==> src/hw/decode_params.svh <==
// Decode stage constants
// Widths, reset PC, trap causes, unit positions, micro-op codes and
// operand/immediate select positions shared by the decode stage blocks
`ifndef DECODE_PARAMS_SVH
`define DECODE_PARAMS_SVH

`define XLEN            32
`define PC_RESET_VALUE  32'h8000_0000

`define TRAP_IACCESS    5'd1        // Fetch error
`define TRAP_IOPCODE    5'd2        // Illegal encoding

// Bit positions in the one-hot unit vector
`define FU_ALU          0
`define FU_CFU          1
`define FU_LSU          2

// ALU micro-ops
`define ALU_ADD         5'd1
`define ALU_SUB         5'd2
`define ALU_AND         5'd3
`define ALU_OR          5'd4
`define ALU_XOR         5'd5
`define ALU_SLT         5'd6
`define ALU_SLTU        5'd7
`define ALU_SLL         5'd8
`define ALU_SRL         5'd9
`define ALU_SRA         5'd10

// Control-flow micro-ops
`define CFU_BEQ         5'd1
`define CFU_BNE         5'd2
`define CFU_BLT         5'd3
`define CFU_BGE         5'd4
`define CFU_BLTU        5'd5
`define CFU_BGEU        5'd6
`define CFU_JALI        5'd7
`define CFU_JALR        5'd8

// LSU micro-op, bits 2:1 carry the width
`define LSU_SIGNED      0
`define LSU_LOAD        3
`define LSU_STORE       4
`define LSU_BYTE        2'b01
`define LSU_HALF        2'b10
`define LSU_WORD        2'b11

// Operand source selects
`define OPR_A_RS1       0
`define OPR_A_PC        1
`define OPR_B_RS2       2
`define OPR_B_IMM       3
`define OPR_C_RS2       4
`define OPR_C_PCIM      5

// Immediate format selects
`define IMM_I           0
`define IMM_S           1
`define IMM_B           2
`define IMM_U           3
`define IMM_J           4

`endif

==> src/hw/decode_pkg.sv <==
// Decode stage types
// Vector types for the fields that travel between the decode blocks
// and out to execute
`include "decode_params.svh"

package decode_pkg;

    // Instruction words, register data, operands and PC values
    typedef logic [`XLEN-1:0] word_t;

    typedef logic [4:0] reg_addr_t;     // Register file address

    typedef logic [4:0] uop_t;          // Micro-op within a unit

    // One-hot unit, see the FU_* positions
    typedef logic [2:0] fu_t;

    // One-hot operand selects, see the OPR_* positions
    typedef logic [5:0] opr_src_t;

    typedef logic [4:0] trap_cause_t;   // Carried in the rd field

endpackage

==> src/hw/instr_classifier.sv <==
// Instruction classifier
// Matches the opcode and funct fields of an RV32I word and produces the
// one-hot unit, the micro-op, the operand sources, the immediate format,
// the destination register and an illegal-encoding flag
`timescale 1ns/10ps
`include "decode_params.svh"

module instr_classifier import decode_pkg::*; (
    input  word_t      s1_data,
    output reg_addr_t  rs1_addr,
    output reg_addr_t  rs2_addr,
    output reg_addr_t  rd_addr,
    output fu_t        fu,
    output uop_t       uop,
    output opr_src_t   opr_src,
    output logic [4:0] imm_sel,
    output logic       jal_taken,
    output logic       illegal
);

    wire [6:0] opc     = s1_data[6:0];
    wire [2:0] f3      = s1_data[14:12];
    wire       f7_zero = s1_data[31:25] == 7'b0000000;
    wire       f7_alt  = s1_data[31:25] == 7'b0100000;    // SUB and SRA

    wire op_reg    = opc == 7'b0110011;
    wire op_imm    = opc == 7'b0010011;
    wire op_load   = opc == 7'b0000011;
    wire op_store  = opc == 7'b0100011;
    wire op_branch = opc == 7'b1100011;

    // Individual instructions
    // ------------------------------
    wire dec_add   = op_reg && f3 == 3'd0 && f7_zero;
    wire dec_sub   = op_reg && f3 == 3'd0 && f7_alt;
    wire dec_sll   = op_reg && f3 == 3'd1 && f7_zero;
    wire dec_slt   = op_reg && f3 == 3'd2 && f7_zero;
    wire dec_sltu  = op_reg && f3 == 3'd3 && f7_zero;
    wire dec_xor   = op_reg && f3 == 3'd4 && f7_zero;
    wire dec_srl   = op_reg && f3 == 3'd5 && f7_zero;
    wire dec_sra   = op_reg && f3 == 3'd5 && f7_alt;
    wire dec_or    = op_reg && f3 == 3'd6 && f7_zero;
    wire dec_and   = op_reg && f3 == 3'd7 && f7_zero;
    wire dec_addi  = op_imm && f3 == 3'd0;
    wire dec_slli  = op_imm && f3 == 3'd1 && f7_zero;
    wire dec_slti  = op_imm && f3 == 3'd2;
    wire dec_sltiu = op_imm && f3 == 3'd3;
    wire dec_xori  = op_imm && f3 == 3'd4;
    wire dec_srli  = op_imm && f3 == 3'd5 && f7_zero;
    wire dec_srai  = op_imm && f3 == 3'd5 && f7_alt;
    wire dec_ori   = op_imm && f3 == 3'd6;
    wire dec_andi  = op_imm && f3 == 3'd7;
    wire dec_lui   = opc == 7'b0110111;
    wire dec_auipc = opc == 7'b0010111;
    wire dec_jal   = opc == 7'b1101111;
    wire dec_jalr  = opc == 7'b1100111 && f3 == 3'd0;

    wire dec_lb  = op_load && f3 == 3'd0;
    wire dec_lh  = op_load && f3 == 3'd1;
    wire dec_lw  = op_load && f3 == 3'd2;
    wire dec_lbu = op_load && f3 == 3'd4;
    wire dec_lhu = op_load && f3 == 3'd5;
    wire dec_sb  = op_store && f3 == 3'd0;
    wire dec_sh  = op_store && f3 == 3'd1;
    wire dec_sw  = op_store && f3 == 3'd2;

    wire dec_beq  = op_branch && f3 == 3'd0;
    wire dec_bne  = op_branch && f3 == 3'd1;
    wire dec_blt  = op_branch && f3 == 3'd4;
    wire dec_bge  = op_branch && f3 == 3'd5;
    wire dec_bltu = op_branch && f3 == 3'd6;
    wire dec_bgeu = op_branch && f3 == 3'd7;

    wire any_load   = dec_lb || dec_lh || dec_lw || dec_lbu || dec_lhu;
    wire any_store  = dec_sb || dec_sh || dec_sw;
    wire any_branch = dec_beq || dec_bne || dec_blt || dec_bge || dec_bltu || dec_bgeu;
    wire any_regop  = dec_add || dec_sub || dec_sll || dec_slt || dec_sltu ||
                      dec_xor || dec_srl || dec_sra || dec_or || dec_and;
    wire any_immop  = dec_addi || dec_slli || dec_slti || dec_sltiu || dec_xori ||
                      dec_srli || dec_srai || dec_ori || dec_andi;

    // Unit and micro-op
    // ------------------------------
    assign fu[`FU_ALU] = any_regop || any_immop || dec_lui || dec_auipc;
    assign fu[`FU_CFU] = any_branch || dec_jal || dec_jalr;
    assign fu[`FU_LSU] = any_load || any_store;

    wire uop_t uop_alu =
        {5{dec_add  || dec_addi || dec_auipc}} & `ALU_ADD  |
        {5{dec_sub                          }} & `ALU_SUB  |
        {5{dec_and  || dec_andi             }} & `ALU_AND  |
        {5{dec_or   || dec_ori  || dec_lui  }} & `ALU_OR   |   // LUI is 0 | imm
        {5{dec_xor  || dec_xori             }} & `ALU_XOR  |
        {5{dec_slt  || dec_slti             }} & `ALU_SLT  |
        {5{dec_sltu || dec_sltiu            }} & `ALU_SLTU |
        {5{dec_sll  || dec_slli             }} & `ALU_SLL  |
        {5{dec_srl  || dec_srli             }} & `ALU_SRL  |
        {5{dec_sra  || dec_srai             }} & `ALU_SRA;

    wire uop_t uop_cfu =
        {5{dec_beq }} & `CFU_BEQ  | {5{dec_bne }} & `CFU_BNE  |
        {5{dec_blt }} & `CFU_BLT  | {5{dec_bge }} & `CFU_BGE  |
        {5{dec_bltu}} & `CFU_BLTU | {5{dec_bgeu}} & `CFU_BGEU |
        {5{dec_jal }} & `CFU_JALI | {5{dec_jalr}} & `CFU_JALR;

    uop_t uop_lsu;
    assign uop_lsu[2:1] = {2{dec_lb || dec_lbu || dec_sb}} & `LSU_BYTE |
                          {2{dec_lh || dec_lhu || dec_sh}} & `LSU_HALF |
                          {2{dec_lw || dec_sw          }} & `LSU_WORD;
    assign uop_lsu[`LSU_LOAD]   = any_load;
    assign uop_lsu[`LSU_STORE]  = any_store;
    assign uop_lsu[`LSU_SIGNED] = dec_lb || dec_lh;

    assign uop = uop_alu | uop_cfu | uop_lsu;

    // Operands and immediate format
    // ------------------------------
    assign opr_src[`OPR_A_RS1]  = any_regop || any_immop || any_branch || dec_jalr ||
                                  any_load || any_store;
    assign opr_src[`OPR_A_PC]   = dec_auipc;
    assign opr_src[`OPR_B_RS2]  = any_regop || any_branch;
    assign opr_src[`OPR_B_IMM]  = any_immop || dec_lui || dec_auipc || dec_jalr ||
                                  any_load || any_store;
    assign opr_src[`OPR_C_RS2]  = any_store;                // Store data
    assign opr_src[`OPR_C_PCIM] = any_branch || dec_jal;    // Taken target

    assign imm_sel[`IMM_I] = any_immop || dec_jalr || any_load;
    assign imm_sel[`IMM_S] = any_store;
    assign imm_sel[`IMM_B] = any_branch;
    assign imm_sel[`IMM_U] = dec_lui || dec_auipc;
    assign imm_sel[`IMM_J] = dec_jal;

    assign rs1_addr  = s1_data[19:15];
    assign rs2_addr  = s1_data[24:20];
    assign rd_addr   = (any_store || any_branch || !(|fu)) ? 5'd0 : s1_data[11:7];
    assign jal_taken = dec_jal;
    assign illegal   = !(|fu) || s1_data[1:0] != 2'b11;

    always_comb begin
        a_fu_onehot: assert #0 ($onehot0(fu))
            else $error("instr_classifier: word %h maps to units %b", s1_data, fu);
    end

endmodule

==> src/hw/imm_gen.sv <==
// Immediate generator
// Builds the sign-extended I/S/B/U/J immediates of an RV32I word and
// selects the general immediate and the PC-relative one
`timescale 1ns/10ps
`include "decode_params.svh"

module imm_gen import decode_pkg::*; (
    input  word_t      s1_data,
    input  logic [4:0] imm_sel,
    output word_t      imm,
    output word_t      pc_imm
);

    wire word_t imm_i = {{20{s1_data[31]}}, s1_data[31:20]};
    wire word_t imm_s = {{20{s1_data[31]}}, s1_data[31:25], s1_data[11:7]};
    wire word_t imm_b = {{20{s1_data[31]}}, s1_data[7], s1_data[30:25],
                         s1_data[11:8], 1'b0};
    wire word_t imm_u = {s1_data[31:12], 12'b0};
    wire word_t imm_j = {{12{s1_data[31]}}, s1_data[19:12], s1_data[20],
                         s1_data[30:21], 1'b0};

    // Branch and jump offsets go to the PC adder
    assign pc_imm = {`XLEN{imm_sel[`IMM_B]}} & imm_b |
                    {`XLEN{imm_sel[`IMM_J]}} & imm_j;

    assign imm = pc_imm                           |
                 {`XLEN{imm_sel[`IMM_I]}} & imm_i |
                 {`XLEN{imm_sel[`IMM_S]}} & imm_s |
                 {`XLEN{imm_sel[`IMM_U]}} & imm_u;

    always_comb begin
        a_sel_onehot: assert #0 ($onehot0(imm_sel))
            else $error("imm_gen: several immediate formats selected %b", imm_sel);
    end

endmodule

==> src/hw/pc_tracker.sv <==
// Program counter tracker
// Holds the PC of the instruction in decode, adds the PC-relative
// immediate and raises the predicted-jump request for JAL, stalling
// decode until the fetch side acknowledges it
`timescale 1ns/10ps
`include "decode_params.svh"

module pc_tracker import decode_pkg::*; (
    input  logic  g_clk,
    input  logic  g_resetn,
    input  logic  advance,          // Instruction accepted this cycle
    input  logic  jal_taken,
    input  logic  s1_valid,
    input  logic  s1_bubble,
    input  logic  s2_busy,
    input  word_t pc_imm,
    input  logic  s1_cf_ack,
    input  logic  cf_req,
    input  logic  cf_ack,
    input  word_t cf_target,
    output word_t pc,
    output word_t pc_plus_imm,
    output logic  s1_cf_req,
    output word_t s1_cf_target,
    output logic  stall
);

    assign pc_plus_imm  = pc + pc_imm;
    assign s1_cf_target = pc_plus_imm;
    assign s1_cf_req    = s1_valid && jal_taken && !s1_bubble && !s2_busy;
    assign stall        = s1_cf_req && !s1_cf_ack;    // Wait for the ack

    always_ff @(posedge g_clk) begin
        if (!g_resetn) begin
            pc <= `PC_RESET_VALUE;
        end else if (cf_req && cf_ack) begin
            pc <= cf_target;                // Redirect wins
        end else if (advance && s1_cf_req) begin
            pc <= s1_cf_target;             // Predicted JAL
        end else if (advance) begin
            pc <= pc + word_t'(4);
        end
    end

    // Fetch relies on a steady target while the request is pending
    a_target_stable: assert property (@(posedge g_clk) disable iff (!g_resetn)
        (stall && !(cf_req && cf_ack)) ##1 s1_cf_req |-> $stable(s1_cf_target));

endmodule

==> src/hw/decode_stage_reg.sv <==
// Decode to execute stage register
// One-entry register with a valid/busy pair, flush, and zeroing of the
// control fields when a bubble is inserted
`timescale 1ns/10ps
`include "decode_params.svh"

module decode_stage_reg import decode_pkg::*; (
    input  logic      g_clk,
    input  logic      g_resetn,
    input  logic      flush,
    input  logic      n_valid,
    input  logic      bubble,
    input  reg_addr_t n_rd,
    input  word_t     n_opr_a,
    input  word_t     n_opr_b,
    input  word_t     n_opr_c,
    input  logic      n_cf_pred,
    input  uop_t      n_uop,
    input  fu_t       n_fu,
    input  logic      n_trap,
    input  word_t     n_instr,
    input  logic      s2_busy,
    output logic      stage_busy,
    output logic      s2_valid,
    output reg_addr_t s2_rd,
    output word_t     s2_opr_a,
    output word_t     s2_opr_b,
    output word_t     s2_opr_c,
    output logic      s2_cf_pred,
    output uop_t      s2_uop,
    output fu_t       s2_fu,
    output logic      s2_trap,
    output word_t     s2_instr
);

    assign stage_busy = s2_busy;

    always_ff @(posedge g_clk) begin
        if (!g_resetn || flush) begin
            s2_valid <= 1'b0;
        end else if (!s2_busy) begin
            s2_valid <= n_valid;
        end
    end

    always_ff @(posedge g_clk) begin
        if (!s2_busy) begin
            s2_rd      <= bubble ? 5'd0 : n_rd;
            s2_uop     <= bubble ? 5'd0 : n_uop;
            s2_fu      <= bubble ? 3'd0 : n_fu;     // Bubble reaches no unit
            s2_trap    <= bubble ? 1'b0 : n_trap;
            s2_opr_a   <= n_opr_a;
            s2_opr_b   <= n_opr_b;
            s2_opr_c   <= n_opr_c;
            s2_cf_pred <= n_cf_pred;
            s2_instr   <= n_instr;
        end
    end

    a_hold: assert property (@(posedge g_clk) disable iff (!g_resetn)
        s2_valid && s2_busy && !flush |=> s2_valid &&
        $stable({s2_rd, s2_opr_a, s2_opr_b, s2_opr_c, s2_cf_pred,
                 s2_uop, s2_fu, s2_trap, s2_instr}));

endmodule

==> src/hw/decode_stage.sv <==
// Decode stage
// Takes a 32-bit RV32I word from fetch, reads the register file, builds
// the three operands and the unit/micro-op/destination fields, merges
// trap causes and registers the result towards execute
`timescale 1ns/10ps
`include "decode_params.svh"

module decode_stage import decode_pkg::*; (
    input  logic      g_clk,
    input  logic      g_resetn,
    input  logic      s1_valid,
    output logic      s1_busy,
    input  word_t     s1_data,
    input  logic      s1_error,         // Fetch error on this word
    input  logic      s1_flush,
    input  logic      s1_bubble,
    output reg_addr_t s1_rs1_addr,
    output reg_addr_t s1_rs2_addr,
    input  word_t     s1_rs1_rdata,
    input  word_t     s1_rs2_rdata,
    output logic      s1_cf_req,        // Predicted jump
    output word_t     s1_cf_target,
    input  logic      s1_cf_ack,
    input  logic      cf_req,           // External redirect
    input  word_t     cf_target,
    input  logic      cf_ack,
    output logic      s2_valid,
    input  logic      s2_busy,
    output reg_addr_t s2_rd,
    output word_t     s2_opr_a,
    output word_t     s2_opr_b,
    output word_t     s2_opr_c,
    output logic      s2_cf_pred,
    output uop_t      s2_uop,
    output fu_t       s2_fu,
    output logic      s2_trap,
    output word_t     s2_instr
);

    reg_addr_t   rd_addr;
    fu_t         fu;
    uop_t        uop;
    opr_src_t    opr_src;
    logic [4:0]  imm_sel;
    logic        jal_taken;
    logic        illegal;
    word_t       imm;
    word_t       pc_imm;
    word_t       pc;
    word_t       pc_plus_imm;
    logic        stall;
    logic        stage_busy;
    trap_cause_t trap_cause;

    assign s1_busy = stage_busy || s1_bubble || stall;

    wire advance = s1_valid && !s1_busy;
    wire n_valid = (s1_valid || s1_bubble) && !stall;

    // Traps and destination
    // ------------------------------
    wire n_trap = s1_valid && (s1_error || illegal);

    assign trap_cause = illegal  ? `TRAP_IOPCODE :
                        s1_error ? `TRAP_IACCESS : 5'd0;

    wire reg_addr_t n_rd  = n_trap ? trap_cause : rd_addr;
    wire fu_t       n_fu  = n_trap ? 3'd0 : fu;
    wire uop_t      n_uop = n_trap ? 5'd0 : uop;

    // Operand muxes
    // ------------------------------
    wire word_t n_opr_a = {`XLEN{opr_src[`OPR_A_RS1]}}  & s1_rs1_rdata |
                          {`XLEN{opr_src[`OPR_A_PC]}}   & pc;
    wire word_t n_opr_b = {`XLEN{opr_src[`OPR_B_RS2]}}  & s1_rs2_rdata |
                          {`XLEN{opr_src[`OPR_B_IMM]}}  & imm;
    wire word_t n_opr_c = {`XLEN{opr_src[`OPR_C_RS2]}}  & s1_rs2_rdata |
                          {`XLEN{opr_src[`OPR_C_PCIM]}} & pc_plus_imm;

    instr_classifier u_classifier (
        .s1_data(s1_data), .rs1_addr(s1_rs1_addr), .rs2_addr(s1_rs2_addr),
        .rd_addr(rd_addr), .fu(fu), .uop(uop), .opr_src(opr_src),
        .imm_sel(imm_sel), .jal_taken(jal_taken), .illegal(illegal)
    );

    imm_gen u_imm_gen (
        .s1_data(s1_data), .imm_sel(imm_sel), .imm(imm), .pc_imm(pc_imm)
    );

    pc_tracker u_pc_tracker (
        .g_clk(g_clk), .g_resetn(g_resetn), .advance(advance),
        .jal_taken(jal_taken), .s1_valid(s1_valid), .s1_bubble(s1_bubble),
        .s2_busy(s2_busy), .pc_imm(pc_imm), .s1_cf_ack(s1_cf_ack),
        .cf_req(cf_req), .cf_ack(cf_ack), .cf_target(cf_target),
        .pc(pc), .pc_plus_imm(pc_plus_imm), .s1_cf_req(s1_cf_req),
        .s1_cf_target(s1_cf_target), .stall(stall)
    );

    decode_stage_reg u_stage_reg (
        .g_clk(g_clk), .g_resetn(g_resetn), .flush(s1_flush),
        .n_valid(n_valid), .bubble(s1_bubble), .n_rd(n_rd),
        .n_opr_a(n_opr_a), .n_opr_b(n_opr_b), .n_opr_c(n_opr_c),
        .n_cf_pred(jal_taken), .n_uop(n_uop), .n_fu(n_fu), .n_trap(n_trap),
        .n_instr(s1_data), .s2_busy(s2_busy), .stage_busy(stage_busy),
        .s2_valid(s2_valid), .s2_rd(s2_rd), .s2_opr_a(s2_opr_a),
        .s2_opr_b(s2_opr_b), .s2_opr_c(s2_opr_c), .s2_cf_pred(s2_cf_pred),
        .s2_uop(s2_uop), .s2_fu(s2_fu), .s2_trap(s2_trap), .s2_instr(s2_instr)
    );

endmodule

==> config.mk <==
export PLATFORM = sky130hd
export DESIGN_NAME = decode_stage
export DESIGN_NICKNAME = d
export VERILOG_FILES = /design/src/hw/decode_pkg.sv /design/src/hw/instr_classifier.sv /design/src/hw/imm_gen.sv /design/src/hw/pc_tracker.sv /design/src/hw/decode_stage_reg.sv /design/src/hw/decode_stage.sv
export VERILOG_INCLUDE_DIRS = /design/src /design/src/hw
export SDC_FILE = /design/constraint.sdc
export NUM_CORES = 1
export LEC_CHECK = 0
export BUFFER_PORTS_ARGS = -buffer_cell sky130_fd_sc_hd__buf_4
export CAP_MARGIN = 20
export CELL_PAD_IN_SITES_DETAIL_PLACEMENT = 1
export CELL_PAD_IN_SITES_GLOBAL_PLACEMENT = 1
export CORE_ASPECT_RATIO = 0.6
export CORE_MARGIN = 4
export CORE_UTILIZATION = 43
export CTS_BUF_LIST = sky130_fd_sc_hd__clkbuf_2 sky130_fd_sc_hd__clkbuf_4 sky130_fd_sc_hd__clkbuf_8
export CTS_CLUSTER_SIZE = 16
export DETAILED_ROUTE_END_ITERATION = 10
export PLACE_DENSITY_LB_ADDON = 0.2
export SKIP_LAST_GASP = 1
export SYNTH_ARGS = -nofsm -noshare
export SYNTH_HDL_FRONTEND = slang
export SYNTH_SLANG_ARGS = --single-unit
==> constraint.sdc <==
create_clock -name g_clk -period 9.6 [get_ports g_clk]
set_clock_uncertainty 0.1 [all_clocks]
set_input_delay 0.96 -clock g_clk [delete_from_list [all_inputs] [get_ports g_clk]]
set_output_delay 0.96 -clock g_clk [all_outputs]
set_load 0.01 [all_outputs]
### Word-level counts from Yosys, hierarchy flattened

Cells that the tools add are included.

* bits in registers: 176
* input bits: 138
* output and inout port bits: 188
* word-level logic and storage cells: 212

* $add $sub $neg: 2
* equal/unequal tests: 18
* mux-type cells: 7
* bitwise logic cells: 38
* reductions and logical operators: 136

Operator list (number)
* $and A32 B32 Y32: 11
* $or A32 B32 Y32: 7
* $mux W32: 3
* $logic_or A1 B1 Y1: 71
* $logic_and A1 B1 Y1: 53
* $or A5 B3 Y5: 8
* $add A32 B3 Y32 const B: 1
* $add A32 B32 Y32: 1
* $eq A7 B6 Y1 const B: 4
* $eq A7 B7 Y1 const B: 3
* $or A5 B4 Y5: 4
* $eq A7 B5 Y1 const B: 2
* $eq A3 B3 Y1 const B: 4
* $mux W5: 2
* $or A5 B2 Y5: 2
* $or A5 B5 Y5: 2
* $eq A7 B2 Y1 const B: 1
* $logic_not A1 Y1: 7
* $logic_not A7 Y1: 1
* $eq A3 B2 Y1 const B: 2
* $or A1 B2 Y2: 3
* $eq A3 B1 Y1 const B: 1
* $logic_not A3 Y1: 1
* $reduce_bool A3 Y1: 1
* 6 further kinds: 6

### Logic depth before layout (Yosys ltp)

Gate-level depths: netlist of the first run.

* word-level depth: 21
* depth in mapped cells: 18
* depth with buffers taken out: 16

### Cells and area by module

Synthesis of the first run repeated with hierarchy kept, for this count alone.

* cell total of the unflattened synthesis: 1122
* area, all modules: 11182.0 um^2

By module, submodules not included
* decode_stage_reg: times used 1, cells each 163, area each 4446.8 um^2, seq. area each 4314.1 um^2
* pc_tracker: times used 1, cells each 600, area each 4250.3 um^2, seq. area each 640.6 um^2
* decode_stage: times used 1, cells each 137, area each 1093.5 um^2, seq. area each 0.0 um^2
* instr_classifier: times used 1, cells each 122, area each 738.2 um^2, seq. area each 0.0 um^2
* imm_gen: times used 1, cells each 100, area each 653.1 um^2, seq. area each 0.0 um^2

### Worst setup path after synthesis of the first run

No wires, ideal clock.

* kind: in2out
* from: in s1_data[4]
* to: out s1_cf_target[30]
* arrival: 4.288 ns
* required time: 8.540 ns
* slack: 4.252 ns
* stages: 16
* buffers on the path: 3
* cells stage by stage: nand3b_1 -> or2_2 -> a21oi_1 -> clkbuf_1 -> clkbuf_1 -> and2_1 -> ha_1 -> buf_6 -> and2_4 -> a311o_1 -> a221oi_2 -> nand2_2 -> a311oi_2 -> o31ai_2 -> a31oi_1 -> xnor2_1

* word-level cells in the longest chain between the ends: 10
* elaborated cells on any way between the ends: 17
* those cells by class: 1 x add/sub; 2 x eq/ne; 3 x bitwise; 11 x reduce/logical

RTL lines
* start, declared: line decode_stage.sv:13 `input word_t s1_data,`
* $eq A7 B7 Y1: line instr_classifier.sv:30 `wire op_branch = opc == 7'b1100011;`
* $logic_and A1 B1 Y1 (on tied branches): line instr_classifier.sv:67, instr_classifier.sv:68
* $logic_or A1 B1 Y1 (5 in series): line instr_classifier.sv:76 `wire any_branch = dec_beq || dec_bne || dec_blt || dec_bge || dec_bltu || dec_bgeu;`
* $and A32 B32 Y32: line imm_gen.sv:23 `` assign pc_imm = {`XLEN{imm_sel[`IMM_B]}} & imm_b | ``
* $or A32 B32 Y32 (*): line imm_gen.sv:23
* $add A32 B32 Y32 (*): line pc_tracker.sv:28 `assign pc_plus_imm = pc + pc_imm;`
* end, declared: line decode_stage.sv:22 `output word_t s1_cf_target,`

Every way passes the cells marked *; elsewhere a longest branch is shown, timed or not.

### Worst setup path in the final report of the first run

* from: in s1_data[3]
* to: out s1_cf_target[30]

The elaborated chain is that of the path after synthesis.

==> results.ini, run 1 <==
[logic_synthesis]
yosysWarnings = 0
synth_nets = 1136
syn_avg_cell_area_sq_um = 10.3
synthCells = 966
yosysTopAreaCellShare_pct = 43.0
synthTopCellsByArea = edfxtp_1 (43%), dfxtp_1 (6.6%), a22o_1 (6.4%), ha_1 (3.9%), a21oi_1 (3.6%)
ys_seq_area_share_pct = 49.6
synth-seq-cells = 176
syn_area_sq_mm = 0.0100
synth_commonest_cells = edfxtp_1 (143), nand2_1 (75), a22o_1 (73)
synth_cell_type_count = 78
yosysTopAreaCell = edfxtp_1
ys_async_sr_fraction_pct = 0
synth_most_common_cell = edfxtp_1
ys.flop_type = edfxtp_1
synth-edff-count = 143

[worst_setup_path]
crit_end = s1_cf_target[30]
start_kind = input port
rrSetupSlack_ps = 5920
arrival_ps = 5740
r2r_start = u_pc_tracker.pc[1]$_SDFFE_PN0P_
reg2reg_depth = 12
cp-end-kind = primary output
cp_max_fo = 7
cp.required_ps = 8540
rr_endpoint = u_stage_reg.s2_opr_c[19]$_DFFE_PN_
critPathKind = input port to primary output
crit_start = s1_data[3]

[sta]
fmax_mhz = 147
rsz0062_at_grt = no
hold_slack_ps = 459
relSlewSlack_pct = 31.2
worst_pin_slew_ps = 1020
tns_ps = 0
hold_viol_final = 0
finalMaxSlewViolations = 0
period_share_pct = 70.9
finalCriticalPeriod_ps = 6800
setup_viol = 0

[grt]
grt_max_degree = 79
grt_overflow = 0
gr-usage-all-layers_pct = 32.6
grt_pass1_vias = 9980
grt_pass1_wl_mm = 63.5
antenna_found_initial = 0

[job]
cap_violations = 0

[clocking]
clock-root-buffer = clkbuf_8
clock_sinks = 176
cts_tree = done
htree_levels = 4
path_clk_slew_ps = 110
clk_latency_ps = 500
numCtsBuffers = 17
hold_buffers = 0
cts_setup_buffers = 0
clockBufferDepth = 2
cts_resized = 0

[placement]
dpl.hpwl_mm = 33.1
gp_congestion = 0.962
place_area_sq_mm = 0.0127
portBuffers = 325

[floorplanning]
num_io_pins = 326
rows = 42
die-area_sq_mm = 0.0258
die_h_um = 126
start_util_pct = 44.6
core_sq_mm = 0.0224
die_w_um = 205

[routing]
viasPerCell = 6.27
vias = 9926
route.detailed.drc = 0
routed_wl_mm = 43.2
drt_first_pass_iters = 5
antenna_left = 0
wl_per_cell_um = 27.3
drtIter0Drc = 846

[pwr]
leakage_uw = 0.00547
peakVddDrop_v = 0.0000977
p_switching_uw = 503
p_comb_share_pct = 16.0
seqPwrFrac_pct = 49.8
p_per_area_mw_per_mm2 = 137
switching_share_pct = 28.0
clockPowerShare_pct = 34.2
p_int_uw = 1300

[cells_and_area]
nFillCells = 2521
antenna_cells = 0
final_cell_area_sq_mm = 0.0131
seqCellArea_sq_mm = 0.00495
syn2layout_area_growth_pct = 31.3
drive_above_1_share_pct = 31.4
nets = 1431
multi_input_area_sq_mm = 0.00467

[hold_path]
min_from = u_stage_reg.s2_valid$_SDFFE_PP0N_
hold_path_class = flip-flop to flip-flop

[status]
outcome = completed

==> area by class of cell <==
class | instances | area share [%]
flip-flops and latches | 176 | 37.7
well taps | 308 | 2.94
clock buffers | 20 | 2.00
clock inverters | 12 | 1.49
inverters | 20 | 0.610
multi-input cells | 702 | 35.5
repair buffers | 344 | 19.7
==> power by group through the flow <==
stage,clock network (uW),registers (uW),logic (uW)
after floorplan,0,923,94.5
after global placement,0,911,278
after detailed placement,0,913,283
after CTS,620,896,285
after global routing,653,901,304
final,616,897,287
==> sequential cells by signal (all words and copies together), names as in the netlist <==
register	cells
u_pc_tracker.pc	32
u_stage_reg.s2_instr	32
u_stage_reg.s2_opr_a	32
u_stage_reg.s2_opr_b	32
u_stage_reg.s2_opr_c	32
u_stage_reg.s2_rd	5
u_stage_reg.s2_uop	5
u_stage_reg.s2_fu	3
u_stage_reg.s2_cf_pred	1
u_stage_reg.s2_trap	1
u_stage_reg.s2_valid	1
==> through the flow <==
stage	setup slack, ps	util [%]	power (uW)	instances
5_1_grt	2520	58.5	1860	1582
3_5_place_dp	3020	56.5	1200	1550
3_3_place_gp	3290	56.5	1190	1550
4_1_cts	2960	58.5	1800	1582
2_1_floorplan	4250	-	1020	966
6_report	2800	58.5	1800	1582
==> critical path: stages <==
cell	delay, ps
buf_4	120
or2_1	290
or3_1	460
nor2b_1	670
inv_1	290
nor2_1	440
a21o_1	140
ha_1	290
a21oi_1	330
a21oi_1	150
o211ai_1	270
inv_1	90
a311oi_2	450
o31ai_2	170
a31oi_1	250
xnor2_1	190
buf_4	170
==> cells in the final DEF, fill, tap and decap left out, drive strengths merged, types with 9 or more instances in the layout <==
| cell type | Yosys | routed |
|---|---|---|
| buf | 29 | 344 |
| edfxtp | 143 | 143 |
| nand2 | 76 | 76 |
| a22o | 73 | 73 |
| a21oi | 72 | 72 |
| nor2 | 69 | 69 |
| o21ai | 66 | 66 |
| nand3 | 33 | 33 |
| dfxtp | 33 | 33 |
| ha | 31 | 31 |
| xnor2 | 26 | 26 |
| inv | 20 | 26 |
| clkbuf | 39 | 20 |
| a21o | 17 | 17 |
| and3 | 17 | 17 |
| a211oi | 17 | 17 |
| a31oi | 16 | 16 |
| and2 | 15 | 15 |
| o21a | 14 | 14 |
| nor3 | 13 | 13 |
| xor2 | 12 | 12 |
| a221o | 11 | 11 |
| nand2b | 10 | 10 |
| nand4 | 9 | 9 |
| o211ai | 9 | 9 |
==> metal layers <==
| layer | global-route usage, % | wire length [um] |
|---|---|---|
| met1 | 45.4 | 18400 |
| met5 | 0 | 0 |
| met2 | 49.8 | 19100 |
| met4 | 8.03 | 922 |
| met3 | 10.5 | 4790 |
==> kinds of logic (layout without fill, tap and decap cells) <==
group,count (synthesis),count (layout),share of synthesized area (%)
compound gates,348,348,24.8
xor+xnor,38,38,3.33
fa+ha+maj,32,32,4.08
buf+inv,88,396,3.95
flops,176,176,49.6
mux,3,3,0.313
simple gates,281,281,13.9
==> worst min-delay path by stage <==
stage	to	slack, ps	cells after the start
2_1_floorplan	u_pc_tracker.pc[0]$_SDFFE_PN0P_	360	2
3_3_place_gp	u_stage_reg.s2_valid$_SDFFE_PP0N_	430	2
3_5_place_dp	u_stage_reg.s2_valid$_SDFFE_PP0N_	440	2
4_1_cts	u_stage_reg.s2_valid$_SDFFE_PP0N_	450	2
5_1_grt	u_stage_reg.s2_valid$_SDFFE_PP0N_	480	2
6_report	u_stage_reg.s2_valid$_SDFFE_PP0N_	460	2
Power figures use the tool's default switching activity.
==> run 2: changes to the inputs <==
--- a/config.mk
+++ b/config.mk
@@ -12,7 +12,7 @@
 export CELL_PAD_IN_SITES_GLOBAL_PLACEMENT = 1
 export CORE_ASPECT_RATIO = 0.6
 export CORE_MARGIN = 4
-export CORE_UTILIZATION = 43
+export CORE_UTILIZATION = 36
 export CTS_BUF_LIST = sky130_fd_sc_hd__clkbuf_2 sky130_fd_sc_hd__clkbuf_4 sky130_fd_sc_hd__clkbuf_8
 export CTS_CLUSTER_SIZE = 16
 export DETAILED_ROUTE_END_ITERATION = 10
==> constraint.sdc (replaced) <==
create_clock -name g_clk -period 6.2 [get_ports g_clk]
set_clock_uncertainty 0.1 [all_clocks]
set_input_delay 0.62 -clock g_clk [delete_from_list [all_inputs] [get_ports g_clk]]
set_output_delay 0.62 -clock g_clk [all_outputs]
set_load 0.01 [all_outputs]
==> run 2 against run 1 <==
Effect of this change:
- utilization down 9.4 points
- power grew 51%
- die area grew 18%
- sequential cell count did not move
- highest routed layer unchanged
- critical endpoint is now s1_cf_target[19]
- combinational power up 53%
- cell count grew 3.6%
- clock-buffer cell count is 2 lower
- sequential share of layout area shrank 0.20 points
- critical path depth down 1
- clock power grew 44%
- sequential power increased by 55%
- design area rose by 0.52%
==> results.ini, run 2 (synthesized netlist as in run 1, its figures left out) <==
[status]
outcome = completed

[pwr]
seqPwrFrac_pct = 51.1  ; +1.3 points
p_int_uw = 1920  ; +48%
p_comb_share_pct = 16.2  ; +0.2 points
p_per_area_mw_per_mm2 = 206  ; +50%
clockPowerShare_pct = 32.8  ; -1.4 points
peakVddDrop_v = 0.000121  ; +24%
switching_share_pct = 29.4  ; +1.4 points
leakage_uw = 0.00548  ; +0.17%
p_switching_uw = 798  ; +58%

[sta]
worst_pin_slew_ps = 897  ; -126 ps
period_share_pct = 92.6
finalCriticalPeriod_ps = 5740
setup_viol = 0  ; unchanged
rsz0062_at_grt = no
finalMaxSlewViolations = 0  ; unchanged
hold_viol_final = 0  ; unchanged
relSlewSlack_pct = 40.2  ; +9.0 points
hold_slack_ps = 152  ; -307 ps
fmax_mhz = 174
tns_ps = 0  ; unchanged

[routing]
route.detailed.drc = 0  ; unchanged
drtIter0Drc = 933  ; +10%
vias = 9602  ; -3.3%
wl_per_cell_um = 26.0  ; -4.8%
routed_wl_mm = 42.6  ; -1.3%
viasPerCell = 5.86  ; -6.6%
drt_first_pass_iters = 5  ; unchanged
antenna_left = 0  ; unchanged

[placement]
gp_congestion = 0.997  ; +3.6%
dp_cells = 1606  ; +3.6%
portBuffers = 325  ; unchanged
dpl.hpwl_mm = 33.3  ; +0.50%

[cells_and_area]
antenna_cells = 0  ; unchanged
layout_common_cells = buf_4 (348), edfxtp_1 (143), nand2_1 (75)
nFillCells = 3009  ; +19%
fin_cells = 1639  ; +3.6%
nets = 1436  ; +0.35%
drive_above_1_share_pct = 31.7  ; +0.27 points
syn2layout_area_growth_pct = 32.0
final_common_cell = buf_4

[worst_setup_path]
critPathKind = input port to primary output
cp-end-kind = primary output
cp.required_ps = 5480  ; -3060 ps
arrival_ps = 5020  ; -720 ps
start_kind = input port
cp_max_fo = 20  ; +13

[grt]
met2_usage_pct = 41.4  ; -8.4 points
use_met3_pct = 6.26  ; -4.2 points
antenna_found_initial = 1  ; +1
gr-usage-all-layers_pct = 27.1  ; -5.5 points
grt_overflow = 0  ; unchanged
globalRouteMet1Util_pct = 40.0  ; -5.4 points
grt_pass1_wl_mm = 61.9  ; -2.6%
grt_max_degree = 82  ; +3.8%
top_usage_layer = met2
grt_pass1_vias = 9352  ; -6.3%

[floorplanning]
core_sq_mm = 0.0269  ; +20%
rows = 46  ; +9.5%
num_io_pins = 326  ; unchanged
die_h_um = 137  ; +8.7%
start_util_pct = 37.2  ; -7.4 points
die-area_sq_mm = 0.0306  ; +18%
die_w_um = 223  ; +8.9%

[clocking]
clockBufferDepth = 2  ; unchanged
hold_buffers = 0  ; unchanged
cts_resized = 0  ; unchanged
clock_sinks = 176  ; unchanged
htree_levels = 4  ; unchanged
clk_latency_ps = 520  ; +20 ps
numCtsBuffers = 17  ; unchanged
path_clk_slew_ps = 110  ; about the same
cts_tree = done
clock-root-buffer = clkbuf_8
cts_setup_buffers = 0  ; unchanged

[job]
cap_violations = 0  ; unchanged

[hold_path]
hold_path_class = input port to flip-flop

run 2: worst max-delay path: stages:
cell,delay (ps)
buf_4,170
nand3b_1,190
or3_1,480
inv_2,320
a22o_1,270
ha_1,210
fa_1,430
a211oi_1,350
o211ai_1,140
nand2_1,220
o21ai_0,210
o21ai_0,550
o21bai_1,120
a21oi_1,200
xnor2_1,290
buf_4,220
run 2: final timing paths:
check / endpoint / depth (start not counted) / slack, ps / startpoint
setup / recovery: s1_cf_target[19] / 16 / 460 / s1_data[5]
hold / removal: u_stage_reg.s2_valid$_SDFFE_PP0N_ / 2 / 150 / s1_flush
setup reg to reg: u_stage_reg.s2_opr_c[19]$_DFFE_PN_ / 11 / 2560 / u_pc_tracker.pc[1]$_SDFFE_PN0P_
hold reg to reg: u_stage_reg.s2_valid$_SDFFE_PP0N_ / 2 / 460 / u_stage_reg.s2_valid$_SDFFE_PP0N_
run 2: cell type report:
| cell class | count | area, sq um | share of cell area [%] |
|---|---|---|---|
| Timing Repair Buffer | 349 | 2620 | 19.8 |
| Clock inverter | 14 | 185 | 1.40 |
| Multi-Input combinational cell | 702 | 4670 | 35.4 |
| Sequential cell | 176 | 4950 | 37.5 |
| Tap cell | 360 | 450 | 3.41 |
| Inverter | 20 | 80.1 | 0.607 |
| Clock buffer | 18 | 241 | 1.83 |
run 2: power by group through the flow:
stage / logic, uW / clock network [uW] / registers (uW)
6_report: 439 / 890 / 1390
5_1_grt: 467 / 956 / 1390
4_1_cts: 439 / 909 / 1390
3_5_place_dp: 438 / 0 / 1410
3_3_place_gp: 433 / 0 / 1410
2_1_floorplan: 146 / 0 / 1430
run 2: per-layer routing:
layer | up-vias | part of all wire [%]
li1 | 4313 | -
met1 | 4848 | 47
met3 | 29 | 8.2
met4 | 0 | 0.97
met5 | - | 0
met2 | 412 | 44
run 2: per-stage QoR:
| step | worst slack [ps] | area, sq um | power, uW | util [%] |
|---|---|---|---|---|
| after CTS | 516 | 13200 | 2740 | 49.1 |
| after floorplan | 1530 | 10000 | 1580 | - |
| final | 461 | 13200 | 2720 | 49.1 |
| after global routing | 214 | 13200 | 2820 | 49.1 |
| after detailed placement | 544 | 12800 | 1850 | 47.5 |
| after global placement | 782 | 12800 | 1850 | 47.5 |
